==> config.mk <==
export PLATFORM = sky130hd
export DESIGN_NAME = hdc_sequencer
export DESIGN_NICKNAME = d
export VERILOG_FILES = /design/src/hdc_pkg.sv /design/src/hdc_sequencer.sv
export VERILOG_INCLUDE_DIRS = /design/src
export SDC_FILE = /design/constraint.sdc
export NUM_CORES = 1
export LEC_CHECK = 0
export ABC_AREA = 1
export BUFFER_PORTS_ARGS = -buffer_cell sky130_fd_sc_hd__buf_2
export CAP_MARGIN = 10
export CORE_MARGIN = 8
export CORE_UTILIZATION = 45
export DETAILED_ROUTE_END_ITERATION = 12
export PLACE_DENSITY_LB_ADDON = 0.12
export SYNTH_ARGS = -nofsm -noshare
export SYNTH_HDL_FRONTEND = slang
export SYNTH_SLANG_ARGS = --single-unit
==> constraint.sdc <==
create_clock -name clk -period 1 [get_ports clk]
set_input_delay 0.05 -clock clk [delete_from_list [all_inputs] [get_ports clk]]
set_output_delay 0.05 -clock clk [all_outputs]
set_load 0.02 [all_outputs]
==> src/hdc_cfg.svh <==
`ifndef HDC_CFG_SVH
`define HDC_CFG_SVH

// number of cores in the result chain
`define HDC_NUM_CORES 8

// words per item memory
`define HDC_ITEM_DEPTH 128

// symbol index width, covers the item depth
`define HDC_ADDR_W 7

// item and accumulator width
`define HDC_DATA_W 32

// core select width for item writes
`define HDC_CORE_W 3

`endif

==> src/hdc_pkg.sv <==
`include "hdc_cfg.svh"

package hdc_pkg;

    // fold operation for one window
    typedef enum logic {
        op_add,
        op_xor_rot
    } acc_op_e;

    // sequencer states
    typedef enum logic [1:0] {
        st_idle,
        st_accum,
        st_drain
    } seq_state_e;

    // host write into one core's item memory
    typedef struct packed {
        logic                   valid;
        logic [`HDC_CORE_W-1:0] core;
        logic [`HDC_ADDR_W-1:0] addr;
        logic [`HDC_DATA_W-1:0] data;
    } item_wr_t;

    // one symbol of the input stream
    typedef struct packed {
        logic                   valid;
        logic                   last;
        logic [`HDC_ADDR_W-1:0] index;
    } symbol_t;

    // strobes broadcast from the sequencer to every core
    typedef struct packed {
        logic                           exec;
        logic                           first;
        logic [$clog2(`HDC_DATA_W)-1:0] pos;
        logic                           update;
        logic                           shift;
    } core_ctrl_t;

endpackage

==> src/hdc_sequencer.sv <==
`timescale 1ns/10ps
`default_nettype none
`include "hdc_cfg.svh"

module hdc_sequencer (
    input  logic                clk,
    input  logic                rst,
    input  hdc_pkg::symbol_t    sym,
    output hdc_pkg::core_ctrl_t ctrl,
    output logic                busy,
    output logic                result_valid
);

    // drain steps: one for update, one for the load, then one per core
    localparam int DRAIN_LAST = `HDC_NUM_CORES + 1;
    localparam int CNT_W      = $clog2(DRAIN_LAST + 1);

    hdc_pkg::seq_state_e state;

    // position of the next accepted symbol in the window
    logic [$clog2(`HDC_DATA_W)-1:0] pos_cnt;

    // cycles spent in drain
    logic [CNT_W-1:0] drain_cnt;

    logic accept;
    logic in_drain;

    assign in_drain = (state == hdc_pkg::st_drain);

    // host must hold off while results are pending
    assign busy = in_drain;

    // symbols seen while busy are dropped here
    assign accept = sym.valid && !busy;

    always_ff @(posedge clk) begin
        if (rst) begin
            state     <= hdc_pkg::st_idle;
            drain_cnt <= '0;
        end else begin
            case (state)
                hdc_pkg::st_idle: begin
                    drain_cnt <= '0;
                    if (accept) begin
                        state <= sym.last ? hdc_pkg::st_drain : hdc_pkg::st_accum;
                    end
                end
                hdc_pkg::st_accum: begin
                    drain_cnt <= '0;
                    if (accept && sym.last) begin
                        state <= hdc_pkg::st_drain;
                    end
                end
                hdc_pkg::st_drain: begin
                    // last result leaves as busy drops
                    if (drain_cnt == CNT_W'(DRAIN_LAST)) begin
                        state     <= hdc_pkg::st_idle;
                        drain_cnt <= '0;
                    end else begin
                        drain_cnt <= drain_cnt + 1'b1;
                    end
                end
                default: begin
                    state     <= hdc_pkg::st_idle;
                    drain_cnt <= '0;
                end
            endcase
        end
    end

    // window position, wraps at the data width
    always_ff @(posedge clk) begin
        if (rst) begin
            pos_cnt <= '0;
        end else if (accept) begin
            if (sym.last) begin
                pos_cnt <= '0;
            end else begin
                pos_cnt <= pos_cnt + 1'b1;
            end
        end
    end

    // exec trails the symbol by one cycle, matching the item read
    always_ff @(posedge clk) begin
        if (rst) begin
            ctrl.exec  <= 1'b0;
            ctrl.first <= 1'b0;
            ctrl.pos   <= '0;
        end else begin
            ctrl.exec  <= accept;
            ctrl.first <= accept && (state == hdc_pkg::st_idle);
            if (accept) begin
                ctrl.pos <= pos_cnt;
            end
        end
    end

    // update once the final fold is in, then one shift per output cycle
    always_ff @(posedge clk) begin
        if (rst) begin
            ctrl.update  <= 1'b0;
            ctrl.shift   <= 1'b0;
            result_valid <= 1'b0;
        end else begin
            ctrl.update  <= in_drain && (drain_cnt == '0);
            ctrl.shift   <= in_drain && (drain_cnt != '0)
                            && (drain_cnt != CNT_W'(DRAIN_LAST));
            result_valid <= in_drain && (drain_cnt != '0)
                            && (drain_cnt != CNT_W'(DRAIN_LAST));
        end
    end

endmodule

`default_nettype wire

==> summary.md <==
| Metric | Value |
|---|---|
| Number of synthesized flops with an enable pin | `0` |
| PnR worst setup slack | `-145.7 ps` |
| Grt ovf | `0` |
| Cts hold-fix bufs | `0` |
| Crit path buffers/inverters | `3` |
| Final clock skew | `1.125 ps` |
| Largest family of logic cells by synthesized area | `simple AND/OR/NAND/NOR gates` |
| Worst setup SP type | `register` |
| Register bit total from synthesis | `20` |
| CTS clk-pin slew, worst paths | `120 ps` |
| Net Count, Synth | `125` |
| Area post-placement | `1081 sq um` |
| Synthesized cell area | `867.1 sq um` |
| Top-Level Pins | `22` |
| Vias/cell | `4.872` |
| Highest clock rate | `872.8 MHz` |
| Req. time, crit path | `950 ps` |
| Number of distinct library cells after synthesis | `21` |
| Failing checks | `setup timing` |
| Area growth syn-to-layout | `54.55%` |
| Multiplexer area fraction after synthesis | `0%` |
| Sequential element share of the synthesized area | `46.18%` |
| RePlAce Congestion | `0.8511` |
| Arr. time, crit path | `1100 ps` |
| Die X-Extent | `59.90 um` |
| Num CTS Buffers | `3` |
| Tmin final | `1146 ps` |
| Final Hold Viols | `0` |
| # setup viols final | `15` |
| Pwr/cell area | `1534 nW/um^2` |
| Filler instances | `155` |
| Wire length per cell | `12.93 um` |
| Synth Area in Compound Gates | `8.514%` |
| DIE AREA | `3587 sq um` |
| Least-Margin Pin Slew | `301.4 ps` |
| Post-route DRC violation count | `0` |
| YS warnings | `0` |
| CP Capture Type | `primary output` |
| Post-layout nets | `161` |
| Async S/R FF share, synth | `0%` |
| Critical Path Fanout Max | `3` |
| Clk Latency, worst-skew pair | `300 ps` |
| VDD IR max | `1.147 mV` |
| Via count of the first global-routing pass | `836` |
| Via count | `838` |
| Largest net degree at the start of global routing | `12` |
| Slew headroom | `79.89%` |
| Simple-gate share of the synthesized area | `27.56%` |
| # H-tree levels | `1` |
| Setup Total Neg Slack | `-1436 ps` |
| Fin area | `1340 sq um` |
| Final hold slack | `100.8 ps` |
| Worst hold path class | `primary input to register` |
| Unrepaired setup endpoints after global routing | `true` |
| Crit share post-route | `114.6%` |
| Adder-Cell Fraction of Synth Area | `5.772%` |
| Die height | `59.90 um` |
| Synth Area in XOR/XNOR | `2.020%` |
| Initial antenna violation count | `0` |
| Cell with the most instances after synthesis | `nand2_1` |
| Final HPWL DP | `1.426 mm` |
| Share of the synthesized area in the top cell type | `46.18%` |
| Leading area contributor after synthesis | `dfxtp_1` |
| Top cells by count, synth | `nand2_1, dfxtp_1, inv_1` |
| Synth Instances | `110` |
| Initial core utilization | `46.08%` |
| Ant. Diodes | `0` |
| First-pass GRT wire length | `3.691 mm` |
| Layout cells sized above 1 | `53.79%` |
| Clock root buffer | `clkbuf_4` |
| Clock buffer depth | `2` |
| Mean Syn Cell Area | `7.883 sq um` |
| TritonCTS Sinks | `20` |
| Most frequent CP cell | `buf_6` |
| PortBufs | `14` |
| Status | `finished with violations` |
| Final Util | `71.21%` |
| Max Transition Viols Final | `0` |
| Delay-heaviest family, CP | `flip-flops` |
| Detail Route Antenna Nets | `0` |
| First drt pass iteration count | `4` |
| Synth top area cells | `dfxtp_1, nand2_1, a21oi_1` |
| Setup CP Type | `register to primary output` |
| WL final | `2.224 mm` |
| Worst path max stage delay | `350 ps` |
| CP Cell Sequence | `buf_6 > nor2_4 > buf_6 > buf_6` |
| # rows | `16` |
| CP max-delay cell | `dfxtp_2` |
| Total Power | `0.002056 W` |
| CTS tree | `yes` |
| GR Util All Layers | `13.54%` |
| Leak | `0.6128 nW` |
| Iter 0 DRT Violations | `4` |
| MaxCap Viol Count | `0` |
| Core Region | `1882 sq um` |
| Ys flop type | `dfxtp_1` |
sequential cells by signal (all words and copies together) (netlist names):
register,flops
result_valid,1
drain_cnt,4
pos_cnt,5
ctrl,8
state,2
layout make-up:
type | count | area, sq um | area share [%]
tap | 27 | 33.78 | 2.521
sequential | 20 | 407.9 | 30.44
multi-input combinational | 72 | 531.8 | 39.68
timing repair buffer | 35 | 272.8 | 20.35
inverter | 14 | 57.56 | 4.295
clock buffer | 4 | 36.28 | 2.708
worst min-delay path, cell delays in order:
cell and delay, ps:
buf_2 110, nand2_2 80, buf_4 100, nor3_1 30
layout by cell type, fill, tap and decap left out, drive strengths merged, types with 2 or more instances in the layout:
cell type and n:
inv 14, nor2 12, clkbuf 4, a21oi 10, dfxtp 20, nand3 9
buf 35, ha 4, nand4 3, nand2 25, o21ai 2, nor3 3
worst paths after layout:
check                           startpoint         end  slack, ps  cells after the start
worst max-delay path              state[0]        busy       -150                      4
worst min-delay path                sym[8]     ctrl[7]        100                      4
worst max register to register    state[0]  pos_cnt[3]       -130                      9
worst min register to register     ctrl[4]     ctrl[4]        470                      2
metal layers:
metal	up-vias	share of wire, %	GRT usage, %
li1	421	-	-
met1	395	38	14.59
met2	16	55	23.69
met3	6	4.5	3.871
met4	0	2.7	6.122
met5	-	0	0
kinds of logic (layout without fill, tap and decap cells):
kind of cell,count (synthesis),in the layout
buf+inv,18,53
flops,20,20
xor+xnor,2,2
compound gates,14,14
fa+ha+maj,4,4
simple gates,52,52
timing repair:
action | in CTS | in global routing
resized for setup | 34 | 22
pin swaps | 8 | 4
endpoints found under the setup margin | 15 | 21
buffers inserted | 4 | 0
through the flow:
step	worst slack, ps	cells
3_3_place_gp	-20.16	164
3_5_place_dp	-35.77	164
4_1_cts	-117.6	172
2_1_floorplan	-27.18	110
6_report	-145.7	172
5_1_grt	-208.4	172
where the power goes:
part | switching [W] | internal, W
clock network | 0.000262 | 0.000222
logic | 0.000356 | 0.000319
registers | 0.0000397 | 0.000857
Power figures use the tool's default switching activity.
