## src/hdc_cfg.svh

```systemverilog
`ifndef HDC_CFG_SVH
`define HDC_CFG_SVH

// number of cores in the result chain
`define HDC_NUM_CORES 8

// words per item memory
`define HDC_ITEM_DEPTH 128

// symbol index width, covers the item depth
`define HDC_ADDR_W 7

// item and accumulator width
`define HDC_DATA_W 32

// core select width for item writes
`define HDC_CORE_W 3

`endif

```

## src/hdc_pkg.sv

```systemverilog
`include "hdc_cfg.svh"

package hdc_pkg;

    // fold operation for one window
    typedef enum logic {
        op_add,
        op_xor_rot
    } acc_op_e;

    // sequencer states
    typedef enum logic [1:0] {
        st_idle,
        st_accum,
        st_drain
    } seq_state_e;

    // host write into one core's item memory
    typedef struct packed {
        logic                   valid;
        logic [`HDC_CORE_W-1:0] core;
        logic [`HDC_ADDR_W-1:0] addr;
        logic [`HDC_DATA_W-1:0] data;
    } item_wr_t;

    // one symbol of the input stream
    typedef struct packed {
        logic                   valid;
        logic                   last;
        logic [`HDC_ADDR_W-1:0] index;
    } symbol_t;

    // strobes broadcast from the sequencer to every core
    typedef struct packed {
        logic                           exec;
        logic                           first;
        logic [$clog2(`HDC_DATA_W)-1:0] pos;
        logic                           update;
        logic                           shift;
    } core_ctrl_t;

endpackage

```

## src/hdc_core.sv

```systemverilog
`timescale 1ns/10ps
`default_nettype none
`include "hdc_cfg.svh"

module hdc_core #(
    parameter int CORE_ID = 0
) (
    input  logic                   clk,
    input  logic                   rst,
    input  hdc_pkg::item_wr_t      item_wr,
    input  logic [`HDC_ADDR_W-1:0] index,
    input  logic                   sym_valid,
    input  hdc_pkg::core_ctrl_t    ctrl,
    input  hdc_pkg::acc_op_e       op,
    input  logic [`HDC_DATA_W-1:0] chain_in,
    output logic [`HDC_DATA_W-1:0] chain_out
);

    // this core's select code on the item write port
    localparam logic [`HDC_CORE_W-1:0] CORE_SEL = `HDC_CORE_W'(CORE_ID);

    // one item per symbol index, mapped to block ram
    (* ram_style = "block" *)
    logic [`HDC_DATA_W-1:0] item_mem [0:`HDC_ITEM_DEPTH-1];

    // item looked up for the current symbol
    logic [`HDC_DATA_W-1:0] item_q;

    // running value of the open window
    logic [`HDC_DATA_W-1:0] acc;
    logic [`HDC_DATA_W-1:0] fold;

    // snapshot of acc, then a stage of the result shift chain
    logic [`HDC_DATA_W-1:0] result_q;

    logic wr_hit;

    // rotate right, position taken mod data width
    function automatic logic [`HDC_DATA_W-1:0] rot_right(
        input logic [`HDC_DATA_W-1:0]         v,
        input logic [$clog2(`HDC_DATA_W)-1:0] sh
    );
        logic [2*`HDC_DATA_W-1:0] dbl;
        dbl = {v, v} >> sh;
        return dbl[`HDC_DATA_W-1:0];
    endfunction

    // only writes addressed to this core land here
    assign wr_hit = item_wr.valid && (item_wr.core == CORE_SEL);

    always_ff @(posedge clk) begin
        if (wr_hit) begin
            item_mem[item_wr.addr] <= item_wr.data;
        end
    end

    // read port, one cycle ahead of the fold
    always_ff @(posedge clk) begin
        if (sym_valid) begin
            item_q <= item_mem[index];
        end
    end

    // add mode sums, bind mode xors the rotated item
    always_comb begin
        if (op == hdc_pkg::op_xor_rot) begin
            fold = acc ^ rot_right(item_q, ctrl.pos);
        end else begin
            fold = acc + item_q;
        end
    end

    always_ff @(posedge clk) begin
        if (rst) begin
            acc <= '0;
        end else if (ctrl.exec) begin
            // opening symbol sits at position 0, so no rotation needed
            if (ctrl.first) begin
                acc <= item_q;
            end else begin
                acc <= fold;
            end
        end
    end

    // update loads all cores at once, shift walks results toward core 0
    always_ff @(posedge clk) begin
        if (rst) begin
            result_q <= '0;
        end else if (ctrl.update) begin
            result_q <= acc;
        end else if (ctrl.shift) begin
            result_q <= chain_in;
        end
    end

    assign chain_out = result_q;

endmodule

`default_nettype wire

```

## config.mk

```make
export PLATFORM = sky130hd
export DESIGN_NAME = hdc_core
export DESIGN_NICKNAME = d
export VERILOG_FILES = /design/src/hdc_pkg.sv /design/src/hdc_core.sv
export VERILOG_INCLUDE_DIRS = /design/src
export SDC_FILE = /design/constraint.sdc
export NUM_CORES = 2
export LEC_CHECK = 0
export ABC_AREA = 1
export ABC_CLOCK_PERIOD_IN_PS = 8800
export BUFFER_PORTS_ARGS = -buffer_cell sky130_fd_sc_hd__buf_2
export CAP_MARGIN = 20
export CORE_UTILIZATION = 38
export DETAILED_ROUTE_END_ITERATION = 10
export GPL_ROUTABILITY_DRIVEN = 1
export PLACE_DENSITY_LB_ADDON = 0.12
export SETUP_SLACK_MARGIN = 0.4
export SYNTH_ARGS = -nofsm -noshare
export SYNTH_HDL_FRONTEND = slang
export SYNTH_SLANG_ARGS = --single-unit
```

## constraint.sdc

```tcl
create_clock -name clk -period 8.8 [get_ports clk]
set_clock_uncertainty 0.15 [all_clocks]
set_input_delay 1.32 -clock clk [delete_from_list [all_inputs] [get_ports clk]]
set_output_delay 1.32 -clock clk [all_outputs]
set_load 0.05 [all_outputs]
```

==> impl_metrics.csv <==
group,metric,value,unit
sta,rsz0062_at_grt,"false",
placement,gp_congestion,0.874,
die,die_area,448000,um2
global_routing,antenna_found_initial,57,
synth,synth_top_family_by_area,"simple AND/OR/NAND/NOR gates",
clock_tree,h-tree-depth,5,
global_routing,grt_usage,0.266,
worst_setup_path,arrival,5840,ps
worst_setup_path,worst_path_max_delay_cell,"nand3_1",
clock_tree,insertion_delay,1020,ps
sta,worst_pin_slew,1220,ps
outcome,status,"complete, no violations",
synth,syn-instance-count,13784,
sta,max_slew_margin,0.185,
die,fp.dieH,670,um
power_and_ir_drop,p_int,33300,uW
worst_setup_path,crit_type,"input port to register",
synth,ys_seq_elements,4192,
synth,synth_simple_gate_area_frac,0.125,
worst_setup_path,reg2reg_slack,5260,ps
detailed_routing,drtIter0Drc,14726,
power_and_ir_drop,swShare,0.243,
die,placementRows,244,
worst_setup_path,cp-end-kind,"register",
clock_tree,root_buffer,"clkbuf_16",
clock_tree,cts_sinks,4192,
worst_setup_path,start_kind,"input port",
global_routing,grt_pass1_wl,857000,um
global_routing,grt_pass1_vias,110920,
die,die_w,670,um
finish,fin_nets,13809,
die,initial_core_util,0.383,
finish,syn_to_final_growth,13.1,%
detailed_routing,num_vias,116673,
clock_tree,cts_made_buffers,447,
worst_setup_path,crit_required,9500,ps
global_routing,grt_max_degree,175,
sta,hold_viol_final,0,
synth,syn-num-nets,13911,
worst_hold_path,hold_path_class,"register to register",
synth,syn_area,169000,um2
clock_tree,cts.path.max_buffers,4,
power_and_ir_drop,clkPwrFrac,0.423,
worst_setup_path,critical_path.most_common_cell,"nand3_1",
detailed_routing,drt_first_pass_iters,6,
sta,slew_violations,0,
sta,setup_viol,0,
synth,synth.area.mux_share,0,
power_and_ir_drop,p_leak,0.0623,uW
synth,ys_warn_count,0,
placement,port_buffers,126,
worst_setup_path,worst-path-max-fanout,150,
job,maxCapViolations,0,
detailed_routing,ant_nets,0,
power_and_ir_drop,p_comb_frac,0.074,
clock_tree,cts_resized,0,
clock_tree,post_cts_buffers,0,
power_and_ir_drop,power.switching,10700,uW
finish,final_cell_mix,"4128 x edfxtp_1, 2181 x nor2_1, 1821 x o21ai_0",
worst_setup_path,path_cells,"buf_8 -> inv_8 -> buf_12 -> buf_4 -> o21ai_0 -> o22ai_1 -> nand2_1 -> nand3_1 -> nand3_1 -> nand3_1 -> nand3_1 -> nand2_1",
power_and_ir_drop,peakVddDrop,0.197,mV
sta,fin_crit,5140,ps
detailed_routing,via_per_inst,5.84,
power_and_ir_drop,seqPwrFrac,0.503,
synth,yosysUniqueCellTypes,34,
die,core,443000,um2
finish,final_common_cell,"edfxtp_1",
sta,fin_crit_sh,0.585,
synth,avgSynthCellArea,12.3,um2
clock_tree,cts.clk_slew.worst_paths,60,ps
worst_setup_path,slowest_delay,640,ps
finish,final_area,192000,um2
synth,synth_fa_ha_area_frac,0.00241,
finish,drive_gt1_frac,0.0856,
sta,clock.fmax,194,MHz
sta,setup-tns-final,0,ps
detailed_routing,drc,0,
synth,synth_compound_area_frac,0.104,
power_and_ir_drop,power,43900,uW
power_and_ir_drop,powerDensity,229,nW/um2
detailed_routing,wl,617000,um
placement,hpwl,346000,um
synth,synth_xor_area_frac,0.000155,
die,io_pins,127,
global_routing,grt_overflow,0,
detailed_routing,wl_per_cell,30.9,um
placement,place_area,177000,um2
clock_tree,ctsHoldBuffers,0,
clock_tree,cts_tree,"yes",
synth,synth-seq-area-share,0.739,
-- flip-flops by register name, summed over array words and instances (netlist names) --
register and flops:
chain_out 32, item_mem 4096, acc 32, item_q 32
-- metal layers --
metal	up-vias	routed length [um]	track usage
li1	50561	-	-
met1	59763	264000	0.381
met2	5469	276000	0.410
met3	866	54200	0.0474
met4	14	23100	0.0936
met5	-	97	0
-- synth_stat cells --
library cell,n,area [um2]
nor2_1,2309,8670
o21bai_1,2,15.0
nor4_2,1,12.5
buf_6,13,146
buf_4,42,315
a21oi_1,102,510
nor3_1,12,60.1
o21ai_1,243,1220
buf_1,96,360
buf_8,1,15.0
dfxtp_1,64,1280
a21o_1,3,22.5
inv_2,4,15.0
nor4_1,1,6.26
or2_2,1,6.26
clkbuf_2,19,95.1
buf_2,264,1320
nand2_1,1476,5540
inv_1,170,638
clkbuf_1,547,2050
clkinv_1,3,11.3
a31oi_1,1,6.26
inv_4,1,6.26
nand4_1,9,56.3
nand3_1,1354,6780
o22ai_1,1024,6410
o21ai_0,1821,9110
fa_1,1,20.0
nand3b_1,4,30.0
xor2_1,3,26.3
ha_1,31,388
edfxtp_1,4128,124000
o211ai_1,2,15.0
o221ai_1,32,280
-- kinds of logic (layout without fill, tap and decap cells) --
family / Yosys count / count (layout)
buffers and inverters: 1160 / 1438
DFF: 4192 / 4192
other: 0 / 13
AOI/OAI and AO/OA: 3230 / 3230
and+or+nand+nor: 5167 / 5167
xor gates and xnor gates: 3 / 3
adders and majority gates: 32 / 32
-- critical path, delay by kind of cell --
family	cells	cell delay [ps]
AO/OA/AOI/OAI	2	310
AND/OR/NAND/NOR	6	1990
buffers and inverters	4	1650
-- worst paths after layout --
kind | startpoint | end | cells past startpoint
worst min-delay path | acc[22]$_SDFFE_PP0P_ | acc[22]$_SDFFE_PP0P_ | 2
worst max register to register | item_q[0]$_DFFE_PP_ | acc[24]$_SDFFE_PP0P_ | 13
worst max-delay path | index[1] | item_q[25]$_DFFE_PP_ | 12
worst min register to register | acc[22]$_SDFFE_PP0P_ | acc[22]$_SDFFE_PP0P_ | 2
-- layout make-up --
cell class	count	area, um2
fill	40383	251000
sequential	4192	125000
multi-input combinational	8432	40200
clock buffer	547	11600
tap	5904	7390
timing repair buffer	431	3870
clock inverter	282	2640
inverter	178	709
antenna	13	32.5
-- power groups by stage --
| stage | Sequential, uW | Clock, uW | Combinational (uW) |
|---|---|---|---|
| after floorplan | 22500 | 0 | 1600 |
| after global placement | 22500 | 0 | 3150 |
| after detailed placement | 22500 | 0 | 3210 |
| after CTS | 22100 | 18800 | 3220 |
| after global routing | 22100 | 19600 | 3470 |
| final | 22100 | 18600 | 3260 |
-- metrics by stage --
step | std cells | utilization | hold WS [ps] | setup slack (ps)
after floorplan | 13784 | - | 332 | 4510
after global placement | 19123 | 0.400 | 384 | 2940
after detailed placement | 19132 | 0.400 | 378 | 2950
after CTS | 19961 | 0.433 | 352 | 4030
after global routing | 19968 | 0.433 | 401 | 3750
final | 19979 | 0.433 | 391 | 3660
(Power assumes the default switching activity.)
